### config.mk
export PLATFORM = sky130hd
export DESIGN_NAME = motor_core
export DESIGN_NICKNAME = d
export VERILOG_FILES = /design/src/motor_pkg.sv /design/src/motor_core.sv /design/src/quad_encoder.sv /design/src/phase_driver.sv /design/src/command_decoder.sv /design/src/spi_target.sv
export SDC_FILE = /design/constraint.sdc
export NUM_CORES = 1
export LEC_CHECK = 0
export ABC_AREA = 1
export BUFFER_PORTS_ARGS = -buffer_cell sky130_fd_sc_hd__buf_2
export CORE_MARGIN = 2
export CORE_UTILIZATION = 45
export CTS_CLUSTER_DIAMETER = 120
export DETAILED_ROUTE_END_ITERATION = 12
export PLACE_DENSITY = 0.65
export SYNTH_ARGS = -nofsm -noshare
export SYNTH_HDL_FRONTEND = slang
export SYNTH_SLANG_ARGS = --single-unit
### constraint.sdc
create_clock -name CLK -period 5.4 [get_ports CLK]
set_clock_uncertainty 0.15 [all_clocks]
set_input_delay 0.54 -clock CLK [delete_from_list [all_inputs] [get_ports CLK]]
set_output_delay 0.54 -clock CLK [all_outputs]
set_load 0.02 [all_outputs]
### src/motor_pkg.sv
package motor_pkg;

  // Read reply is four bytes, so the count width is fixed
  localparam int COUNT_WIDTH = 32;

  // Opcode carried in byte 0 of every frame
  typedef enum logic [7:0] {
    OP_WRITE_CONFIG = 8'h10,
    OP_STEP         = 8'h20,
    OP_READ_ENCODER = 8'h30
  } spi_op_e;

  // Drive configuration held by the decoder
  typedef struct packed {
    logic [7:0] current;  // PWM duty out of 256
    logic       enable;
    logic       reverse;  // Inverts every step direction
  } drive_cfg_t;

  typedef struct packed {
    logic strobe;
    logic dir;  // 1 moves the index up
  } step_cmd_t;

  // H-bridge drive pattern
  typedef struct packed {
    logic a1;
    logic a2;
    logic b1;
    logic b2;
  } phase_out_t;

  // Reply in byte 0 of each frame
  typedef struct packed {
    logic [3:0] rsvd;
    logic [1:0] phase_index;
    logic       enable;
    logic       fault;
  } status_t;

endpackage
### src/motor_core.sv
`timescale 1ns/1ps

module motor_core import motor_pkg::*; #(
  parameter int SYNC_STAGES = 2
) (
  input  logic       CLK,
  input  logic       resetn,
  input  logic       sck,
  input  logic       cs,
  input  logic       copi,
  output logic       cipo,
  input  logic       step_in,
  input  logic       dir_in,
  input  logic       enc_a,
  input  logic       enc_b,
  output phase_out_t phase,
  output logic       vref_a,
  output logic       vref_b
);

  logic                          frame_start;
  logic                          rx_valid;
  logic [7:0]                    rx_byte;
  logic [7:0]                    tx_byte;
  drive_cfg_t                    cfg;
  step_cmd_t                     spi_step;
  logic [1:0]                    phase_index;
  logic signed [COUNT_WIDTH-1:0] count;
  logic                          fault;
  logic                          fault_clear;

  spi_target #(.SYNC_STAGES(SYNC_STAGES)) spi_target_i (
    .CLK, .resetn, .sck, .cs, .copi, .cipo,
    .frame_start, .rx_valid, .rx_byte, .tx_byte
  );

  command_decoder command_decoder_i (
    .CLK, .resetn, .frame_start, .rx_valid, .rx_byte, .tx_byte,
    .cfg, .spi_step, .phase_index, .count, .fault, .fault_clear
  );

  // Step events from SPI and the STEP/DIR pins
  phase_driver #(.SYNC_STAGES(SYNC_STAGES)) phase_driver_i (
    .CLK, .resetn, .cfg, .spi_step, .step_in, .dir_in,
    .phase, .phase_index, .vref_a, .vref_b
  );

  quad_encoder #(.SYNC_STAGES(SYNC_STAGES)) quad_encoder_i (
    .CLK, .resetn, .enc_a, .enc_b, .fault_clear, .count, .fault
  );

endmodule

### src/quad_encoder.sv
`timescale 1ns/1ps

module quad_encoder import motor_pkg::*; #(
  parameter int SYNC_STAGES = 2
) (
  input  logic                          CLK,
  input  logic                          resetn,
  input  logic                          enc_a,
  input  logic                          enc_b,
  input  logic                          fault_clear,
  output logic signed [COUNT_WIDTH-1:0] count,
  output logic                          fault
);

  logic [SYNC_STAGES-1:0][1:0] enc_sync;  // {a, b} per stage
  logic       a_s, b_s;
  logic [1:0] ab_q;
  logic [1:0] pos_new;
  logic [1:0] pos_old;
  logic [1:0] delta;

  assign {a_s, b_s} = enc_sync[SYNC_STAGES-1];

  // Gray code to position, 00 10 11 01 maps to 0 1 2 3
  assign pos_new = {b_s, a_s ^ b_s};
  assign pos_old = {ab_q[0], ab_q[1] ^ ab_q[0]};
  assign delta   = pos_new - pos_old;

  always_ff @(posedge CLK) begin
    if (!resetn) begin
      enc_sync <= '0;
      ab_q     <= '0;
    end else begin
      enc_sync <= {enc_sync[SYNC_STAGES-2:0], {enc_a, enc_b}};
      ab_q     <= {a_s, b_s};
    end
  end

  always_ff @(posedge CLK) begin
    if (!resetn) begin
      count <= '0;
      fault <= 1'b0;
    end else begin
      case (delta)
        2'd1: count <= count + 1;  // A leads B
        2'd3: count <= count - 1;
        default: ;
      endcase
      // New fault wins over a clear in the same cycle
      if (delta == 2'd2) begin
        fault <= 1'b1;
      end else if (fault_clear) begin
        fault <= 1'b0;
      end
    end
  end

endmodule

### src/phase_driver.sv
`timescale 1ns/1ps

module phase_driver import motor_pkg::*; #(
  parameter int SYNC_STAGES = 2
) (
  input  logic       CLK,
  input  logic       resetn,
  input  drive_cfg_t cfg,
  input  step_cmd_t  spi_step,
  input  logic       step_in,
  input  logic       dir_in,
  output phase_out_t phase,
  output logic [1:0] phase_index,
  output logic       vref_a,
  output logic       vref_b
);

  logic [SYNC_STAGES-1:0][1:0] pin_sync;  // {step, dir} per stage
  logic       step_s, dir_s;
  logic       step_d;
  logic       pin_step;
  logic       step_go;
  logic       step_dir;
  logic [7:0] pwm_cnt;
  logic       vref_on;

  assign {step_s, dir_s} = pin_sync[SYNC_STAGES-1];
  assign pin_step = step_s & ~step_d;

  // Pin step has priority over an SPI step
  always_comb begin
    if (pin_step) begin
      step_go  = 1'b1;
      step_dir = dir_s;
    end else begin
      step_go  = spi_step.strobe;
      step_dir = spi_step.dir;
    end
  end

  always_ff @(posedge CLK) begin
    if (!resetn) begin
      pin_sync    <= '0;
      step_d      <= 1'b0;
      phase_index <= '0;
    end else begin
      pin_sync <= {pin_sync[SYNC_STAGES-2:0], {step_in, dir_in}};
      step_d   <= step_s;
      if (step_go) begin
        phase_index <= (step_dir ^ cfg.reverse) ? phase_index + 2'd1 : phase_index - 2'd1;
      end
    end
  end

  // Full-step table, index keeps moving while disabled
  always_comb begin
    case (phase_index)
      2'd0: phase = 4'b1010;  // A+ B+
      2'd1: phase = 4'b0110;  // A- B+
      2'd2: phase = 4'b0101;  // A- B-
      default: phase = 4'b1001;  // A+ B-
    endcase
    if (!cfg.enable) phase = '0;
  end

  always_ff @(posedge CLK) begin
    if (!resetn) begin
      pwm_cnt <= '0;
      vref_on <= 1'b0;
    end else begin
      pwm_cnt <= pwm_cnt + 8'd1;  // Wraps every 256 cycles
      vref_on <= cfg.enable && (pwm_cnt < cfg.current);
    end
  end

  assign vref_a = vref_on;
  assign vref_b = vref_on;

endmodule

### src/command_decoder.sv
`timescale 1ns/1ps

module command_decoder import motor_pkg::*; (
  input  logic                          CLK,
  input  logic                          resetn,
  input  logic                          frame_start,
  input  logic                          rx_valid,
  input  logic [7:0]                    rx_byte,
  output logic [7:0]                    tx_byte,
  output drive_cfg_t                    cfg,
  output step_cmd_t                     spi_step,
  input  logic [1:0]                    phase_index,
  input  logic signed [COUNT_WIDTH-1:0] count,
  input  logic                          fault,
  output logic                          fault_clear
);

  logic [2:0]             byte_pos;  // Saturates at 7
  spi_op_e                opcode;
  spi_op_e                op_now;
  logic [7:0]             cur_hold;
  logic [COUNT_WIDTH-1:0] count_snap;
  status_t                status;

  always_comb begin
    status             = '0;
    status.fault       = fault;
    status.enable      = cfg.enable;
    status.phase_index = phase_index;
  end

  // Opcode byte acts on itself before it is stored
  assign op_now = (byte_pos == 3'd0) ? spi_op_e'(rx_byte) : opcode;

  assign fault_clear = frame_start;  // Status is latched on this same edge

  always_ff @(posedge CLK) begin
    if (!resetn) begin
      byte_pos <= '0;
      opcode   <= spi_op_e'(8'h00);
      cfg      <= '0;
      spi_step <= '0;
      tx_byte  <= '0;
    end else begin
      spi_step.strobe <= 1'b0;
      if (frame_start) begin
        byte_pos <= '0;
        tx_byte  <= status;
      end else if (rx_valid) begin
        if (byte_pos != 3'd7) byte_pos <= byte_pos + 3'd1;
        if (byte_pos == 3'd0) opcode <= op_now;
        tx_byte <= '0;
        case (op_now)
          OP_WRITE_CONFIG: begin
            if (byte_pos == 3'd2) begin
              cfg <= '{current: cur_hold, enable: rx_byte[0], reverse: rx_byte[1]};
            end
          end
          OP_STEP: begin
            if (byte_pos == 3'd1) spi_step <= '{strobe: 1'b1, dir: rx_byte[0]};
          end
          OP_READ_ENCODER: begin
            case (byte_pos)
              3'd0: tx_byte <= count[31:24];  // Snapshot is taken this same edge
              3'd1: tx_byte <= count_snap[23:16];
              3'd2: tx_byte <= count_snap[15:8];
              3'd3: tx_byte <= count_snap[7:0];
              default: tx_byte <= '0;
            endcase
          end
          default: ;  // Unknown opcode, rest of frame ignored
        endcase
      end
    end
  end

  always_ff @(posedge CLK) begin
    if (rx_valid && byte_pos == 3'd1) cur_hold <= rx_byte;
    if (rx_valid && byte_pos == 3'd0 && op_now == OP_READ_ENCODER) count_snap <= count;
  end

endmodule

### src/spi_target.sv
`timescale 1ns/1ps

module spi_target #(
  parameter int SYNC_STAGES = 2
) (
  input  logic       CLK,
  input  logic       resetn,
  input  logic       sck,
  input  logic       cs,
  input  logic       copi,
  output logic       cipo,
  output logic       frame_start,
  output logic       rx_valid,
  output logic [7:0] rx_byte,
  input  logic [7:0] tx_byte
);

  logic [SYNC_STAGES-1:0][2:0] pin_sync;  // {sck, cs, copi} per stage
  logic sck_s, cs_s, copi_s;
  logic sck_d, cs_d;
  logic sck_rise, sck_fall, cs_fall;
  logic [2:0] bit_cnt;
  logic [6:0] rx_shift;
  logic [7:0] tx_shift;
  logic load_pending;  // Next byte waits for the falling edge
  logic first_load;

  assign {sck_s, cs_s, copi_s} = pin_sync[SYNC_STAGES-1];

  assign sck_rise = sck_s & ~sck_d;
  assign sck_fall = ~sck_s & sck_d;
  assign cs_fall  = ~cs_s & cs_d;

  assign cipo = tx_shift[7];  // MSB first

  always_ff @(posedge CLK) begin
    if (!resetn) begin
      pin_sync <= {SYNC_STAGES{3'b010}};  // cs idles high
      sck_d    <= 1'b0;
      cs_d     <= 1'b1;
    end else begin
      pin_sync <= {pin_sync[SYNC_STAGES-2:0], {sck, cs, copi}};
      sck_d    <= sck_s;
      cs_d     <= cs_s;
    end
  end

  always_ff @(posedge CLK) begin
    if (!resetn) begin
      frame_start  <= 1'b0;
      rx_valid     <= 1'b0;
      first_load   <= 1'b0;
      bit_cnt      <= '0;
      tx_shift     <= '0;
      load_pending <= 1'b0;
    end else begin
      frame_start <= cs_fall;
      first_load  <= frame_start;  // Status byte is ready by now
      rx_valid    <= 1'b0;
      if (cs_s) begin
        // Deselected, any partial byte is dropped
        bit_cnt      <= '0;
        load_pending <= 1'b0;
        tx_shift     <= '0;
      end else begin
        if (first_load) begin
          tx_shift <= tx_byte;
        end else if (sck_fall) begin
          tx_shift     <= load_pending ? tx_byte : {tx_shift[6:0], 1'b0};
          load_pending <= 1'b0;
        end
        if (sck_rise) begin
          bit_cnt <= bit_cnt + 3'd1;
          if (bit_cnt == 3'd7) begin
            rx_valid     <= 1'b1;
            load_pending <= 1'b1;
          end
        end
      end
    end
  end

  always_ff @(posedge CLK) begin
    if (sck_rise && !cs_s) begin
      rx_shift <= {rx_shift[5:0], copi_s};
      if (bit_cnt == 3'd7) rx_byte <= {rx_shift, copi_s};
    end
  end

endmodule

==> results.txt <==
cell accounting for the most synthesized area - dfxtp_1
filler cell count - 1698
H-tree depth - 4
Top FF cell, synth - dfxtp_1
max_cap viols - 0
I/O pin count - 16
Worst-Margin Slew - 0.947 ns
post-route ant nets - 0
Detailed Route Iter0 Violations - 535
most frequent cells in the layout - 241 x nand2_1, 153 x inv_1, 109 x dfxtp_1, 98 x nor2_1, 70 x a21oi_1
dpl ws - 1.30 ns
period utilization - 0.764
port bufs - 15
post-synthesis async set-or-reset flop share - 0
startpoint types - flip-flop
minimum clock period - 4.13 ns
TritonCTS clock tree - yes
post-CTS sizing - 0
r2r setup slk - 1.27 ns
Setup crit end kind - flip-flop
Final WS setup - 1.27 ns
Seq/Total Area, Yosys - 0.451
Slew Viols, Final - 0
share of cells above drive strength 1 - 0.0779
cts hold-fix bufs - 0
commonest non-fill, non-tap cell in the layout - nand2_1
DRC violations left - 0
Synth top area share - 0.274
hpwl dp - 13300 um
kind of critical path - flip-flop to flip-flop
gp weighted congestion - 0.892
EDFF count, synth - 47
first-pass GRT wire length - 31300 um
relative slew slack - 0.369
Routed wire per std cell - 14.7 um
Synth area leaders - dfxtp_1 27%, edfxtp_1 18%, nand2_1 11%
clk buf depth - 2
Max Fclk - 0.242 GHz
DRT Wirelength - 18800 um
mapped cell area - 7970 sq um
CTS root buf - clkbuf_16
area of the multi-input gates - 3620 sq um
Storage cell area - 3590 sq um
Worst Path Required - 5.57 ns
outcome - completed
LEAKAGE - 0.00389 uW
core region area - 17300 sq um
pwr dens - 316 nW/um^2
Chip Height - 137 um
clk slew on worst S/H paths - 0.07 ns
synth warn - 0
Syn Nets - 1065
global route total overflow - 0
Num CTS Buffers - 17
Antenna diodes - 0
final setup fails - 0
vias in the first global route - 6365
Netlist cell types - 47
Pwr Total - 2760 uW
Die W - 137 um
# rows - 48
initial antenna violation count - 0
CTS sink count - 156
Global Route Usage Sum - 0.214
Nets - 1071
Cells after Synth - 1033
via count - 6627
vias per cell - 5.19
synth-to-layout area growth - 9.64%
RSZ-0062 raised after global routing - false
post-CTS repair timing setup buffer count - 0
drt first pass iters - 5
largest net degree at the start of global routing - 47
Max IR drop VDD - 232 uV
CP arrival - 4.30 ns
clock latency on the worst-skew pair - 0.42 ns
flops & latches, synth - 156
Initial Utilization - 0.461
syn_area_per_cell - 7.71 sq um
final setup TNS - 0 ns
Max Fanout on Critical Path - 46
worst hold path class - input port to flip-flop
die area - 18800 sq um
Fin. Hold Viols - 0
-- layout make-up --
cell class	count	share of cell area
flip-flops and latches	156	0.411
clock inverters	13	0.0122
repair buffers	18	0.0112
inverters	158	0.0682
clock buffers	19	0.0507
well taps	225	0.0322
multi-input cells	688	0.414
-- stage by stage --
step	utilization	instances	hold WS, ns	instance area (sq um)
6_report	0.505	1277	0.144	8730
4_1_cts	0.505	1277	0.131	8730
3_5_place_dp	0.473	1245	0.250	8190
5_1_grt	0.505	1277	0.140	8730
3_3_place_gp	0.473	1245	0.246	8190
2_1_floorplan	-	1033	0.240	7970
-- metal layers --
layer  share of wire  GRT usage  vias up
li1                -          -     3415
met4           0.020     0.0636        0
met2            0.47      0.361      147
met5               0          0        -
met3           0.045     0.0456       33
met1            0.46      0.276     3032
-- final timing paths --
| path | start | depth (start not counted) | end |
|---|---|---|---|
| max | quad_encoder_i.b_s | 17 | quad_encoder_i.count[27] |
| min reg2reg | spi_target_i.pin_sync[0] | 2 | spi_target_i.copi_s |
| min | dir_in | 3 | phase_driver_i.pin_sync[0] |
| max reg2reg | quad_encoder_i.b_s | 17 | quad_encoder_i.count[27] |
-- synthesized netlist by cell type, types with 6 or more instances --
cell	count
o21ai_0	61
nor3_1	8
xor2_1	18
inv_1	153
nand3_1	43
a211oi_1	14
a21oi_1	70
nor2_1	98
o2111ai_1	8
o41ai_1	24
dfxtp_1	109
mux2i_1	9
nand2_1	241
ha_1	23
and2_1	6
edfxtp_1	47
clkbuf_1	17
nand2_2	15
buf_2	6
nand4_1	11
-- registers in the layout, indices dropped and copies added, names as in the netlist, 4 cells and up --
name and count:
command_decoder_i.opcode 8, command_decoder_i.cfg 10, phase_driver_i.pwm_cnt 8, spi_target_i.rx_shift 7, command_decoder_i.cur_hold 8, command_decoder_i.count_snap 24
command_decoder_i.tx_byte 8, spi_target_i.pin_sync 4, quad_encoder_i.count 32, spi_target_i.tx_shift 8, spi_target_i.rx_byte 8
-- where the power goes --
part | switching (uW) | internal, uW | leakage (uW) | total [uW]
clock network | 516 | 612 | 0.000272 | 1130
logic | 212 | 104 | 0.00231 | 315
registers | 67.7 | 1250 | 0.00131 | 1320
-- kinds of logic (layout without fill, tap and decap cells) --
group / after synthesis / in the layout / synth area share
flip-flops: 156 / 156 / 0.451
buffers and inverters: 189 / 208 / 0.0955
AO/OA/AOI/OAI: 197 / 197 / 0.149
AND/OR/NAND/NOR: 439 / 439 / 0.235
multiplexers: 9 / 9 / 0.0113
XOR/XNOR: 20 / 20 / 0.0220
adder cells (fa/ha/maj): 23 / 23 / 0.0361
-- critical path, cell delays in order, from the launching register on --
cell	delay, ns
dfxtp_1	0.33
xnor2_1	0.13
ha_1	0.67
inv_1	0.15
buf_4	0.37
nand3_4	0.43
inv_4	0.53
nand2_1	0.16
nand2_1	0.17
nor2_1	0.08
nand2_1	0.11
o21ai_0	0.09
a21oi_1	0.24
nand2_1	0.08
nand2_1	0.06
nand3_1	0.09
nand2_1	0.09
inv_1	0.04
No activity file was read; power rests on OpenSTA's default activity.
